--- config.mk ---
export PLATFORM = sky130hd
export DESIGN_NAME = fxdiv_top
export DESIGN_NICKNAME = d
export VERILOG_FILES = /design/src/hw/fxdiv_pkg.sv /design/src/hw/credit_fifo.sv /design/src/hw/iter_counter.sv /design/src/hw/div_ctrl.sv /design/src/hw/div_datapath.sv /design/src/hw/fxdiv_top.sv
export VERILOG_INCLUDE_DIRS = /design/src /design/src/hw
export SDC_FILE = /design/constraint.sdc
export NUM_CORES = 1
export LEC_CHECK = 0
export BUFFER_PORTS_ARGS = -buffer_cell sky130_fd_sc_hd__buf_2
export CORE_UTILIZATION = 50
export DETAILED_ROUTE_END_ITERATION = 8
export GPL_TIMING_DRIVEN = 0
export PLACE_DENSITY_LB_ADDON = 0.2
export SLEW_MARGIN = 10
export SYNTH_ARGS = -nofsm -noshare
export SYNTH_HDL_FRONTEND = slang
export SYNTH_SLANG_ARGS = --single-unit
--- constraint.sdc ---
create_clock -name clock -period 3.7 [get_ports clock]
set_input_delay 0.37 -clock clock [delete_from_list [all_inputs] [get_ports clock]]
set_output_delay 0.37 -clock clock [all_outputs]
set_load 0.005 [all_outputs]
--- src/hw/fxdiv_settings.svh ---
`ifndef FXDIV_SETTINGS_SVH
`define FXDIV_SETTINGS_SVH

// --------------------------------------------------
// input format, signed Q8.8
// --------------------------------------------------
`define FXDIV_IN_I          8                       // integer bits incl. sign
`define FXDIV_IN_F          8
`define FXDIV_IN_W          (`FXDIV_IN_I + `FXDIV_IN_F)

// --------------------------------------------------
// output format, signed Q12.4
// --------------------------------------------------
`define FXDIV_OUT_I         12
`define FXDIV_OUT_F         4
`define FXDIV_OUT_W         (`FXDIV_OUT_I + `FXDIV_OUT_F)

// divider core sizes
`define FXDIV_MAG_W         (`FXDIV_IN_W - 1)       // magnitude without sign
`define FXDIV_QUO_W         (`FXDIV_MAG_W + `FXDIV_IN_F)   // raw quotient, also iterations
`define FXDIV_ITER_W        5

// flow control
`define FXDIV_FIFO_DEPTH    4                       // upstream starts with this many credits
`define FXDIV_OUT_CREDITS   2                       // granted by downstream after reset

`endif

--- src/hw/fxdiv_pkg.sv ---
`include "fxdiv_settings.svh"

package fxdiv_pkg;

    // request word, both operands signed Q8.8
    typedef struct packed {
        logic signed [`FXDIV_IN_W-1:0] numerator;
        logic signed [`FXDIV_IN_W-1:0] denominator;
    } div_req_t;

    // response word, signed Q12.4 plus divide-by-zero flag
    typedef struct packed {
        logic signed [`FXDIV_OUT_W-1:0] quotient;
        logic                           div_by_zero;
    } div_rsp_t;

    // operand state held by the datapath for one division
    typedef struct packed {
        logic                     q_neg;      // quotient sign
        logic                     n_neg;      // numerator sign, picks div-by-zero value
        logic                     den_zero;
        logic [`FXDIV_MAG_W-1:0]  den_mag;
    } div_op_t;

    // controller states
    typedef enum logic [1:0] {IDLE, LOAD, ITER, WRITE} ctrl_state_t;

endpackage

--- src/hw/credit_fifo.sv ---
`timescale 1ns/10ps

module credit_fifo #(
    parameter type payload_t = logic,
    parameter int  DEPTH     = 4
) (
    input  logic     clock,
    input  logic     reset,
    input  logic     push,
    input  payload_t push_data,
    input  logic     pop,
    output payload_t pop_data,
    output logic     not_empty,
    output logic     not_full,
    output logic     credit
);

    localparam int PTR_W = (DEPTH > 1) ? $clog2(DEPTH) : 1;
    localparam int CNT_W = $clog2(DEPTH + 1);

    payload_t   mem [DEPTH];           // storage, no reset
    logic [PTR_W-1:0] wr_ptr;
    logic [PTR_W-1:0] rd_ptr;
    logic [CNT_W-1:0] count;           // occupancy

    // --------------------------------------------------
    // storage write
    // --------------------------------------------------
    always_ff @(posedge clock) begin
        if (push) begin
            mem[wr_ptr] <= push_data;
        end
    end

    // --------------------------------------------------
    // pointers, occupancy and credit return
    // --------------------------------------------------
    always_ff @(posedge clock or posedge reset) begin
        if (reset) begin
            wr_ptr <= '0;
            rd_ptr <= '0;
            count  <= '0;
            credit <= 1'b0;
        end else begin
            if (push) begin
                // explicit wrap so DEPTH need not be a power of two
                wr_ptr <= (wr_ptr == PTR_W'(DEPTH - 1)) ? '0 : wr_ptr + 1'b1;
            end
            if (pop) begin
                rd_ptr <= (rd_ptr == PTR_W'(DEPTH - 1)) ? '0 : rd_ptr + 1'b1;
            end
            count  <= count + CNT_W'(push) - CNT_W'(pop);
            credit <= pop;              // one credit back per consumed entry
        end
    end

    assign pop_data  = mem[rd_ptr];    // head visible the cycle after push
    assign not_empty = (count != '0);
    assign not_full  = (count != CNT_W'(DEPTH));

endmodule

--- src/hw/iter_counter.sv ---
`timescale 1ns/10ps
`include "fxdiv_settings.svh"

module iter_counter (
    input  logic clock,
    input  logic reset,
    input  logic load,
    output logic last
);

    logic [`FXDIV_ITER_W-1:0] count;
    logic                     busy;     // division in progress

    always_ff @(posedge clock or posedge reset) begin
        if (reset) begin
            count <= '0;
            busy  <= 1'b0;
        end else if (load) begin
            count <= `FXDIV_ITER_W'(`FXDIV_QUO_W - 1);  // 22 down to 0, 23 steps
            busy  <= 1'b1;
        end else if (count != '0) begin
            count <= count - 1'b1;
        end else begin
            busy  <= 1'b0;              // final bit done
        end
    end

    // high on the step producing the last quotient bit
    assign last = busy && (count == '0);

endmodule

--- src/hw/div_ctrl.sv ---
`timescale 1ns/10ps
`include "fxdiv_settings.svh"

module div_ctrl (
    input  logic clock,
    input  logic reset,
    input  logic req_ready,    // input buffer not empty
    input  logic rsp_room,     // output buffer not full
    input  logic rsp_avail,    // output buffer not empty
    input  logic last_iter,
    input  logic rsp_credit,   // credit back from downstream
    output logic req_pop,
    output logic op_load,
    output logic op_step,
    output logic count_load,
    output logic rsp_push,
    output logic rsp_pop       // also the external rsp_valid
);

    localparam int CRED_W = $clog2(`FXDIV_OUT_CREDITS + 1);

    fxdiv_pkg::ctrl_state_t state;
    fxdiv_pkg::ctrl_state_t state_next;
    logic [CRED_W-1:0]      credit_cnt;   // downstream credits held

    // --------------------------------------------------
    // division sequencing
    // --------------------------------------------------
    always_comb begin
        state_next = state;
        case (state)
            fxdiv_pkg::IDLE:  if (req_ready && rsp_room) state_next = fxdiv_pkg::LOAD;
            fxdiv_pkg::LOAD:  state_next = fxdiv_pkg::ITER;
            fxdiv_pkg::ITER:  if (last_iter) state_next = fxdiv_pkg::WRITE;
            fxdiv_pkg::WRITE: state_next = fxdiv_pkg::IDLE;
            default:          state_next = fxdiv_pkg::IDLE;
        endcase
    end

    always_ff @(posedge clock or posedge reset) begin
        if (reset) begin
            state <= fxdiv_pkg::IDLE;
        end else begin
            state <= state_next;
        end
    end

    // pop and capture together, request lands at the LOAD edge
    assign req_pop    = (state == fxdiv_pkg::IDLE) && req_ready && rsp_room;
    assign op_load    = req_pop;
    assign count_load = (state == fxdiv_pkg::LOAD);
    assign op_step    = (state == fxdiv_pkg::ITER);   // 23 cycles
    assign rsp_push   = (state == fxdiv_pkg::WRITE);

    // --------------------------------------------------
    // downstream credits
    // --------------------------------------------------
    always_ff @(posedge clock or posedge reset) begin
        if (reset) begin
            credit_cnt <= CRED_W'(`FXDIV_OUT_CREDITS);
        end else begin
            credit_cnt <= credit_cnt + CRED_W'(rsp_credit) - CRED_W'(rsp_pop);
        end
    end

    // send only with a credit in hand
    assign rsp_pop = (credit_cnt != '0) && rsp_avail;

endmodule

--- src/hw/div_datapath.sv ---
`timescale 1ns/10ps
`include "fxdiv_settings.svh"

module div_datapath (
    input  logic                 clock,
    input  logic                 reset,
    input  fxdiv_pkg::div_req_t  req,
    input  logic                 op_load,
    input  logic                 op_step,
    output fxdiv_pkg::div_rsp_t  rsp
);

    localparam int IN_W  = `FXDIV_IN_W;
    localparam int MAG_W = `FXDIV_MAG_W;
    localparam int QUO_W = `FXDIV_QUO_W;
    localparam int OUT_W = `FXDIV_OUT_W;
    localparam int DROP  = `FXDIV_IN_F - `FXDIV_OUT_F;   // 4 fraction bits dropped
    localparam int NAR_W = QUO_W - DROP;                // Q15.4 magnitude
    localparam logic [NAR_W-1:0] POS_LIM = NAR_W'((1 << (OUT_W - 1)) - 1);
    localparam logic [NAR_W-1:0] NEG_LIM = NAR_W'(1 << (OUT_W - 1));

    fxdiv_pkg::div_op_t op;
    logic [MAG_W-1:0]   acc;        // partial remainder
    logic [QUO_W-1:0]   quo;        // dividend in, quotient bits shift in from the right
    logic [MAG_W:0]     trial;
    logic [NAR_W-1:0]   trunc;
    logic [NAR_W-1:0]   sat;
    logic [OUT_W-1:0]   value;

    // magnitude of a signed input word
    function automatic logic [MAG_W-1:0] magnitude(input logic [IN_W-1:0] v);
        logic [IN_W-1:0] neg;
        neg = -v;
        if (!v[IN_W-1]) begin
            return v[MAG_W-1:0];
        end else if (neg[IN_W-1]) begin
            return '1;              // -128.0 has no 15 bit magnitude, clamp
        end else begin
            return neg[MAG_W-1:0];
        end
    endfunction

    // --------------------------------------------------
    // operand capture
    // --------------------------------------------------
    always_ff @(posedge clock or posedge reset) begin
        if (reset) begin
            op <= '0;
        end else if (op_load) begin
            op.q_neg    <= req.numerator[IN_W-1] ^ req.denominator[IN_W-1];
            op.n_neg    <= req.numerator[IN_W-1];
            op.den_zero <= (req.denominator == '0);
            op.den_mag  <= magnitude(req.denominator);
        end
    end

    // --------------------------------------------------
    // restoring shift-subtract, one bit per step
    // --------------------------------------------------
    assign trial = {acc, quo[QUO_W-1]};   // remainder shifted, next dividend bit in

    always_ff @(posedge clock) begin
        if (op_load) begin
            acc <= '0;
            quo <= {magnitude(req.numerator), {`FXDIV_IN_F{1'b0}}};   // Q15.8 scaling
        end else if (op_step) begin
            if (trial >= {1'b0, op.den_mag}) begin
                acc <= MAG_W'(trial - {1'b0, op.den_mag});   // fits, remainder < divisor
                quo <= {quo[QUO_W-2:0], 1'b1};
            end else begin
                acc <= trial[MAG_W-1:0];
                quo <= {quo[QUO_W-2:0], 1'b0};
            end
        end
    end

    // --------------------------------------------------
    // narrowing, sign and saturation
    // --------------------------------------------------
    always_comb begin
        trunc = quo[QUO_W-1:DROP];      // truncate magnitude, so toward zero
        if (op.q_neg) begin
            sat   = (trunc > NEG_LIM) ? NEG_LIM : trunc;
            value = -sat[OUT_W-1:0];    // 0x8000 stays most negative
        end else begin
            sat   = (trunc > POS_LIM) ? POS_LIM : trunc;
            value = sat[OUT_W-1:0];
        end

        rsp.div_by_zero = op.den_zero;
        if (op.den_zero) begin
            // sign of numerator picks the rail
            rsp.quotient = op.n_neg ? NEG_LIM[OUT_W-1:0] : POS_LIM[OUT_W-1:0];
        end else begin
            rsp.quotient = value;
        end
    end

endmodule

--- src/hw/fxdiv_top.sv ---
`timescale 1ns/10ps
`include "fxdiv_settings.svh"

module fxdiv_top (
    input  logic                clock,
    input  logic                reset,
    // upstream, credit based
    input  logic                req_valid,
    input  fxdiv_pkg::div_req_t req,
    output logic                req_credit,
    // downstream, credit based
    output logic                rsp_valid,
    output fxdiv_pkg::div_rsp_t rsp,
    input  logic                rsp_credit
);

    fxdiv_pkg::div_req_t req_head;     // oldest buffered request
    fxdiv_pkg::div_rsp_t rsp_word;     // datapath result
    logic req_ready;
    logic rsp_room;
    logic rsp_avail;
    logic req_pop;
    logic op_load;
    logic op_step;
    logic count_load;
    logic last_iter;
    logic rsp_push;
    logic rsp_pop;

    // --------------------------------------------------
    // request buffer, credit per pop goes upstream
    // --------------------------------------------------
    credit_fifo #(
        .payload_t (fxdiv_pkg::div_req_t),
        .DEPTH     (`FXDIV_FIFO_DEPTH)
    ) u_req_fifo (
        .clock     (clock),
        .reset     (reset),
        .push      (req_valid),
        .push_data (req),
        .pop       (req_pop),
        .pop_data  (req_head),
        .not_empty (req_ready),
        .not_full  (),
        .credit    (req_credit)
    );

    div_ctrl u_ctrl (
        .clock      (clock),
        .reset      (reset),
        .req_ready  (req_ready),
        .rsp_room   (rsp_room),
        .rsp_avail  (rsp_avail),
        .last_iter  (last_iter),
        .rsp_credit (rsp_credit),
        .req_pop    (req_pop),
        .op_load    (op_load),
        .op_step    (op_step),
        .count_load (count_load),
        .rsp_push   (rsp_push),
        .rsp_pop    (rsp_pop)
    );

    iter_counter u_iter (
        .clock (clock),
        .reset (reset),
        .load  (count_load),
        .last  (last_iter)
    );

    div_datapath u_path (
        .clock   (clock),
        .reset   (reset),
        .req     (req_head),
        .op_load (op_load),
        .op_step (op_step),
        .rsp     (rsp_word)
    );

    // --------------------------------------------------
    // response buffer, drained by downstream credits
    // --------------------------------------------------
    credit_fifo #(
        .payload_t (fxdiv_pkg::div_rsp_t),
        .DEPTH     (`FXDIV_FIFO_DEPTH)
    ) u_rsp_fifo (
        .clock     (clock),
        .reset     (reset),
        .push      (rsp_push),
        .push_data (rsp_word),
        .pop       (rsp_pop),
        .pop_data  (rsp),
        .not_empty (rsp_avail),
        .not_full  (rsp_room),
        .credit    ()
    );

    assign rsp_valid = rsp_pop;   // each send spends one credit

endmodule

Word-level counts from Yosys, hierarchy flattened. Memory sizes are Yosys's and may differ from the RTL's. Index checks and enable logic that the tools add are counted.

Register bits after elaboration: 81. RAM bits: 196. Input port bits: 36. Output and inout bits: 19. Word-level logic and storage cells: 93. Memories kept: 2.

Add/subtract/negate cells: 15. Magnitude comparators: 3. Eq/ne operators: 11. Multiplexer cells: 28. Bitwise logic cells: 1. Reductions and logical operators: 15.

Memories: u_req_fifo.mem (words 4, bits a word 32, rd ports 1, clocked after memory_dff 0, wr ports 1, line credit_fifo.sv:21) `payload_t mem [DEPTH];`; u_rsp_fifo.mem (words 4, bits a word 17, rd ports 1, clocked after memory_dff 0, wr ports 1, line credit_fifo.sv:21).

Operator list (count): $mux 16 (5); $mux 15 (5); $neg 16->16 (3); $mux 23 (2); $gt 19x15->1 const B (1); $gt 19x16->1 const B (1); $ge 16x15->1 (1); $logic_not 16->1 (1); $sub 15x15->15 (1); $eq 2x2->1 const B (6); $mux 2 (6); $mux 5 (2); $add 2x1->2 const B (4); $pmux 2 s4 (1); $mux 1 (7); $add 3x1->3 (2); $reduce_bool 2->1 (3); $reduce_bool 3->1 (2); $sub 3x1->3 (2); $logic_and 1x1->1 (5); $logic_not 5->1 (1); $reduce_bool 5->1 (1); $sub 5x1->5 const B (1); $ne 2x1->1 const B (2); 8 further kinds (8).

Longest topological paths before layout. Gate-level depths: netlist (run 1).

Word-level depth: 5. Depth in mapped cells: 15. Depth with buffers taken out: 12.

By module. From an unflattened synthesis (run 1), not the netlist that was laid out.

Cells, all modules: 984. Area, all modules: 13284.0 µm².

Modules (own cells, without submodules): credit_fifo at u_req_fifo (times used 1, cells an instance 206, area each 5103.6 µm², sequential area each 4043.9 µm²); div_datapath (times used 1, cells an instance 596, area each 4642.0 µm², sequential area each 1361.3 µm²); credit_fifo at u_rsp_fifo (times used 1, cells an instance 127, area each 2934.1 µm², sequential area each 2242.2 µm²); iter_counter (times used 1, cells an instance 29, area each 306.5 µm², sequential area each 150.1 µm²); div_ctrl (times used 1, cells an instance 26, area each 297.8 µm², sequential area each 101.3 µm²).

Worst setup path after synthesis (run 1). Ideal clock, no wire load.

Kind: reg-to-reg. Start point: register u_req_fifo.rd_ptr[0]. End point: register u_path.quo[21] (data pin). Setup time: 0.255 ns. Arrival: 3.065 ns. Required time: 3.445 ns. Setup slack: 0.380 ns. Stages on the path, launching flop included: 10. Path buffers: 3. Period minus slack after synthesis: 3.320 ns. Cells stage by stage: dfrtp_1 buf_6 clkbuf_1 buf_2 mux4_2 or2_2 or4b_1 a21oi_1 a311oi_1 a31o_1.

Cells in the longest elaborated chain, start to end: 5.

RTL lines: start: declaration (line credit_fifo.sv:23) `logic [PTR_W-1:0] rd_ptr;`; start signal: assignment (line credit_fifo.sv:50) `rd_ptr <= (rd_ptr == PTR_W'(DEPTH - 1)) ? '0 : rd_ptr + 1'b1;`; $mem_v2 4x32 *; $neg 16->16 (line div_datapath.sv:33) `neg = -v;`; $mux 15 (line div_datapath.sv:36) `end else if (neg[IN_W-1]) begin`; $mux 15 * (line div_datapath.sv:34) `if (!v[IN_W-1]) begin`; $mux 23 * (line div_datapath.sv:63) `if (op_load) begin`; end signal: assignment (line div_datapath.sv:65) `` quo <= {magnitude(req.numerator), {`FXDIV_IN_F{1'b0}}}; ``; end signal: assignment (line div_datapath.sv:69) `quo <= {quo[QUO_W-2:0], 1'b1};`; end signal: assignment (line div_datapath.sv:72) `quo <= {quo[QUO_W-2:0], 1'b0};`; end: declaration (line div_datapath.sv:24) `logic [QUO_W-1:0] quo;`.

Mark *: on every way between the ends. The rest lies on a longest branch, timed or not. A chain may end at the register's enable or synchronous reset.

Final worst setup path (run 1). Ends and elaborated chain as after synthesis.

==> metrics, run 1 <==
status=finished, final reports clean; Int Power=between 8 and 9 mW; Clock Skews=0.0198 ns; end of the critical path=u_path.quo[21]$_DFFE_PP_; Clock Sink Count=277; worst reg2reg startpoint=u_req_fifo.rd_ptr[0]$_DFFE_PP0P_; EDFF count, synth=211; Area Overhead vs Synth=14.3%; minimum clock period after layout=3.56 ns; Clk Latency, worst-skew pair=between 0.5 and 0.6 ns; row count=58; clock-pin slew on the worst setup and hold paths=around 0.06 ns; first-pass GRT wire length=~42 mm; Leak Pwr=5.39 nW; Ports=55; share of the synthesized area in the top cell type=between 40% and 50%; Final HPWL DP=17.9 mm; antenna violations before repair=1; max-cap viol count=0; IO buf count=54; DRT Pass-1 Iters=5; worst setup margin=0.143 ns; NetSw=5.13 mW; Tightest Hold Check Type=input pin to flip-flop; Post-Syn Area per Cell=13.1 sq um; die height=163 um; RSZ-0062 raised after global routing=yes; Clk network pwr share=between 20% and 30%; most used routing layer=met2; Post-Syn Instances=990; Pwr Density=~940 mW/mm^2; maximum VDD drop=about 0.45 mV; area leader, netlist=edfxtp_1; GR Util All Layers=20.0%; Hold Vio Cnt, Final=0; Net Sw Frac=37.0%; total power=13.9 mW; syn_nets=1,069; fraction of registers with async set/reset=between 10% and 20%; die area=0.0266 sq mm; Yosys warning total=0; CTS tree=done; via/cell ratio=5.66; final period utilization=between 90 and 100%; Final Util=58.5%; Slew @ Worst Pin=0.937 ns; # DRC=0; pre-CTS setup slack=-0.179 ns; CTS Buf Count=28; Initial DRC Count=561; CP startpoint kind=flip-flop; Data arrival, critical path=3.85 ns; synth top area cells=edfxtp_1 49%, dfrtp_1 8.1%, mux4_2 6.9%, ha_1 3.9%, dfxtp_1 3.6%; GRT met1 Usage=26.2%; Fill cells=2,017; Placed Instances=1,379; GPL Wtd Cong=0.935; Combinational Power Share=43.4%; Root Buffer=clkbuf_16; Total Wirelength=25.8 mm; initial core utilization=just over 50%; fin. max-slew vios=0; CP required=roughly 4 ns; Critical Path Sink Type=flip-flop; nets@finish=between 1,000 and 1,500; Distinct cells, synth=65; Reg2Reg Depth=9; H-tree depth=1; GR Layer Usage met3=2.95%; Antenna Nets Post-Route=0; vias in the first global route=just over 8,000; chip width=163 um; Post-CTS Setup Bufs=0; Synth Register Bits=277; crit path from=u_req_fifo.rd_ptr[0]$_DFFE_PP0P_; total grt overflow=0; DR vias=~8,100; Syn Std Cell Area=~0.013 sq mm; reg2reg end=u_path.quo[21]$_DFFE_PP_; worst-case clock buffer depth=3; Seq/Total Area, Yosys=60.7%; register-to-register setup slack=between 0.1 and 0.15 ns; Slew HR=36.6%; final setup vio count=0; Avg WL per Cell=18.1 um; Critical Path Fanout Max=14; Primary FF master, synth=edfxtp_1; share of post-route cells with drive strength above 1=16.0%; CP Class=flip-flop to flip-flop; Post-Layout Cell Count=about 1,400; met2 usage=35.0%; sequential share of power=roughly a third; core area=~0.025 sq mm; fmax=281 MHz; largest net degree at the start of global routing=35
[area by class of cell]
class                      count  area (sq um)  share of cell area [%]
sequential                   277          7870                    53.2
multi-input combinational    618          4740                    32.0
clock buffer                  30           708                    4.78
tap                          330           413                    2.79
timing repair buffer          60           388                    2.62
clock inverter                19           290                    1.96
buffer                        43           205                    1.39
inverter                      50           188                    1.27
antenna                        2          5.00                  0.0338
[routing by layer]
metal	wire length, um	vias up
met4	484	0
met2	12600	174
met5	0	-
li1	-	3930
met1	11700	3951
met3	988	37
[how the worst min path moves through the flow]
| stage | startpoint | endpoint | slack [ns] | cells past startpoint |
|---|---|---|---|---|
| after floorplan | u_path.op[0]$_DFFE_PP0P_ | u_path.op[0]$_DFFE_PP0P_ | 0.44 | 2 |
| after global placement | u_path.op[0]$_DFFE_PP0P_ | u_path.op[0]$_DFFE_PP0P_ | 0.46 | 2 |
| after detailed placement | reset | u_iter.count[2]$_DFFE_PP0P_ | 0.32 | 2 |
| after CTS | req[29] | u_req_fifo.mem[2][29]$_DFFE_PP_ | 0.009 | 1 |
| after global routing | req[27] | u_req_fifo.mem[3][27]$_DFFE_PP_ | 0.03 | 1 |
| final | req[27] | u_req_fifo.mem[2][27]$_DFFE_PP_ | 0.03 | 1 |
[cells in the mapped netlist (all sizes together) (15+ instances only)]
cell type	count
a21oi	48
a31oi	21
clkbuf	33
dfrtp	42
dfxtp	23
edfxtp	211
ha	40
inv	50
mux4	48
nand2	90
nand3	21
nor2	50
nor3	24
o21ai	82
o31ai	15
or3	15
xnor2	27
[power groups by stage]
stage	sequential (mW)	clock [mW]	combinational, mW
5_1_grt	4.90	3.20	6.74
2_1_floorplan	4.73	0	4.49
3_5_place_dp	4.86	0	6.01
6_report	4.82	3.03	6.01
3_3_place_gp	4.85	0	5.86
4_1_cts	4.81	3.10	6.03
[cell families (layout without fill, tap and decap cells)]
logic type,count (synthesis),count (layout),share of synthesized area [%]
and+or+nand+nor,258,258,9.66
buffers and inverters,95,202,3.00
DFF,277,277,60.7
xor gates and xnor gates,37,37,2.50
adders and majority gates,43,43,4.32
AOI/OAI and AO/OA,217,217,10.1
other,0,2,0
muxes,63,63,9.74
[state kept, by name (all words and copies together) (netlist names), 2 cells and up]
signal	flops
u_req_fifo.mem	128
u_rsp_fifo.mem	68
u_path.quo	23
u_path.op	17
u_path.acc	15
u_iter.count	5
u_req_fifo.count	3
u_rsp_fifo.count	3
u_ctrl.credit_cnt	2
u_ctrl.state	2
u_req_fifo.rd_ptr	2
u_req_fifo.wr_ptr	2
u_rsp_fifo.rd_ptr	2
u_rsp_fifo.wr_ptr	2
[per-stage QoR]
| stage | hold WS, ns | instance area, sq um | setup TNS, ns |
|---|---|---|---|
| 5_1_grt | 0.0264 | 14800 | -0.00295 |
| 3_5_place_dp | 0.318 | 13800 | -2.59 |
| 2_1_floorplan | 0.443 | 13000 | 0 |
| 3_3_place_gp | 0.461 | 13600 | -2.41 |
| 4_1_cts | 0.00873 | 14800 | 0 |
| 6_report | 0.0303 | 14800 | 0 |
[timing repair]
item	in CTS	in global routing
resized for setup	1	12
endpoints found under the hold margin	8	0
endpoints found under the setup margin	36	40
gates cloned	0	0
hold buffers	1	0
[worst max-delay path, stage by stage (launching register included)]
cell and delay (ns):
dfrtp_1 0.41, buf_12 0.20, buf_12 0.17, mux4_2 0.59, or4_4 0.56, or3_4 0.43
or4b_1 0.52, a21oi_1 0.15, a311oi_1 0.07, a31o_1 0.19
[placed cells by master, fill, tap and decap left out, types with 32 or more instances in the layout]
master    synthesis  final
nand2_1          90     89
edfxtp_1        211    211
buf_2             4     58
nor2_1           50     50
clkbuf_1         33     32
a21oi_1          48     47
o21ai_0          82     81
mux4_2           40     40
ha_1             40     40
inv_1            50     49
dfrtp_1          42     42
(Power assumes the default switching activity.)
==> run 2, diff against run 1 <==
- CORE_UTILIZATION: 50 -> 60
- SETUP_SLACK_MARGIN: not set -> 0.4
- clock period: 3.7 -> 4.45 ns (I/O delays scaled with it)
==> run 2 against run 1 <==
Compared with the run above: register-to-register slack improved by 0.57 ns; critical path type unchanged; design area decreased by 1.6%; global-route usage up 4.9 points; critical endpoint is now u_rsp_fifo.mem[1][9]$_DFFE_PP_; total power down 19%; maximum frequency fell by 4.8%; critical path depth rose by 5; sequential power down 17%.
==> metrics, run 2 (same netlist as run 1, synthesis figures left out) <==
Antenna Nets Post-Route=0 (unchanged); Total Wirelength=26.5 mm (+2.7%); setup TNS=0 ns (unchanged); Clk Latency, worst-skew pair=0.54 ns (about the same); worst setup margin=0.715 ns (+0.572 ns); Placed Instances=1,324 (-4.0%); Ports=55 (unchanged); initial core utilization=61.5% (+10 points); Leak Pwr=5.34 nW (-0.93%); nets@finish=1,159 (+0.17%); Clock Skews=0.0160 ns (-0.00385 ns); vias in the first global route=8,288 (+1.2%); pre-CTS setup slack=0.581 ns (+0.760 ns); Data arrival, critical path=4.07 ns (+0.22 ns); CP startpoint kind=flip-flop; DRT Pass-1 Iters=6 (+1); Critical Path Sink Type=flip-flop; crit path from=u_path.quo[13]$_DFFE_PP_; Root Buffer=clkbuf_16; commonest non-fill, non-tap cells in the layout=211 x edfxtp_1, 90 x nand2_1, 82 x o21ai_0; commonest non-fill, non-tap cell in the layout=edfxtp_1; Initial DRC Count=723 (+29%); final setup vio count=0 (unchanged); Final Util=69.1% (+11 points); Largest Register=u_req_fifo.mem; chip width=149 um (-8.6%); maximum VDD drop=0.507 mV (+12%); Pwr Density=773 mW/mm^2 (-17%); Area Overhead vs Synth=12.4%; Ant. Diodes=0 (-2); total grt overflow=0 (unchanged); status=finished, final reports clean; core area=0.0211 sq mm (-17%); CTS Buf Count=28 (unchanged); Critical Path Fanout Max=10 (-4); worst reg2reg startpoint=u_path.quo[13]$_DFFE_PP_; CTS tree=done; Slew HR=31.5% (-5.2 points); CP Class=flip-flop to flip-flop; first-pass GRT wire length=42.9 mm (+1.9%); register-to-register setup slack=0.71 ns (+0.57 ns); final period utilization=83.9% (-12 points); Largest register FFs=128 (unchanged); end of the critical path=u_rsp_fifo.mem[1][9]$_DFFE_PP_; row count=53 (-8.6%); CP required=4.78 ns (+0.79 ns); Final HPWL DP=18.1 mm (+0.93%); antenna violations before repair=0 (-1); H-tree depth=1 (unchanged); Avg WL per Cell=19.3 um (+6.6%); Hold Vio Cnt, Final=0 (unchanged); Post-CTS Setup Bufs=0 (unchanged); die area=0.0222 sq mm (-16%); GPL Wtd Cong=0.974 (+4.1%); Slew @ Worst Pin=1.01 ns (+0.0763 ns); RSZ-0062 raised after global routing=no; biggest regs=u_req_fifo.mem: 128 flops, u_rsp_fifo.mem: 68 flops, u_path.quo: 23 flops; DR vias=8,322 (+2.8%); reg2reg end=u_rsp_fifo.mem[1][9]$_DFFE_PP_; # DRC=0 (unchanged); IO buf count=54 (unchanged); fmax=268 MHz (-4.8%); GR Util All Layers=24.9% (+4.9 points); Tightest Hold Check Type=input pin to flip-flop; clock-pin slew on the worst setup and hold paths=0.06 ns (about the same); Clock Sink Count=277 (unchanged); max-cap viol count=0 (unchanged); minimum clock period after layout=3.74 ns (+0.178 ns); die height=149 um (-8.6%); fin. max-slew vios=0 (unchanged); via/cell ratio=6.05 (+6.8%); largest net degree at the start of global routing=35 (unchanged); worst-case clock buffer depth=3 (unchanged); total power=11.3 mW (-19%); share of post-route cells with drive strength above 1=15.2% (-0.78 points); Reg2Reg Depth=14 (+5); Post-Layout Cell Count=1,376 (-3.7%)
run 2: through the flow:
stage                     instance area, sq um  hold WS, ns
after floorplan                          13000        0.443
after CTS                                14600        0.101
after global placement                   13600        0.459
after detailed placement                 13700        0.399
final                                    14600        0.116
after global routing                     14600        0.102
run 2: area by class of cell:
type / count / area, sq um
multi-input cells: 618 / 4710
well taps: 275 / 344
inverters: 50 / 188
flip-flops and latches: 277 / 7870
clock buffers: 32 / 737
fillers: 1489 / 6510
plain buffers: 45 / 204
clock inverters: 19 / 144
repair buffers: 60 / 380
run 2: layer usage:
layer | wire, um | vias to the layer above | global-route usage [%] | part of all wire (%)
met1 | 11100 | 4096 | 31.7 | 42
met4 | 575 | 0 | 8.06 | 2.2
met2 | 13300 | 251 | 43.7 | 50
met3 | 1440 | 54 | 3.91 | 5.4
met5 | 0 | - | 0 | 0
li1 | - | 3921 | - | -
run 2: worst min-delay path by stage:
stage | start | to | slack [ns] | cells past startpoint
2_1_floorplan | u_path.op[0]$_DFFE_PP0P_ | u_path.op[0]$_DFFE_PP0P_ | 0.44 | 2
3_3_place_gp | u_path.op[0]$_DFFE_PP0P_ | u_path.op[0]$_DFFE_PP0P_ | 0.46 | 2
3_5_place_dp | reset | u_iter.count[2]$_DFFE_PP0P_ | 0.40 | 2
4_1_cts | req[22] | u_req_fifo.mem[1][22]$_DFFE_PP_ | 0.10 | 1
5_1_grt | req[0] | u_req_fifo.mem[2][0]$_DFFE_PP_ | 0.10 | 1
6_report | req[7] | u_req_fifo.mem[1][7]$_DFFE_PP_ | 0.12 | 1
run 2: worst max-delay path, stage by stage (launching register included):
cell and delay, ns:
edfxtp_1 0.51, or4_1 0.56, nor4_1 0.47, nand3_1 0.13, nand2_1 0.14, clkbuf_2 0.24, nand2_1 0.10, ha_1 0.21
clkbuf_1 0.21, nand2_1 0.11, a21oi_1 0.08, a21oi_1 0.18, nor2_1 0.05, a211o_1 0.27, a21oi_1 0.27
run 2: power by group:
part           total, mW  internal, mW  switching (mW)  leakage [nW]
sequential          4.01          3.67           0.335          2.64
clock               2.24          1.30           0.944         0.438
combinational       5.02          2.02            3.00          2.26
total               11.3          6.99            4.28          5.34
run 2: what timing repair did:
item,CTS,global route
resized for setup,0,5
setup endpoints to repair,0,27
endpoints found under the hold margin,9,0
hold buffers,1,0
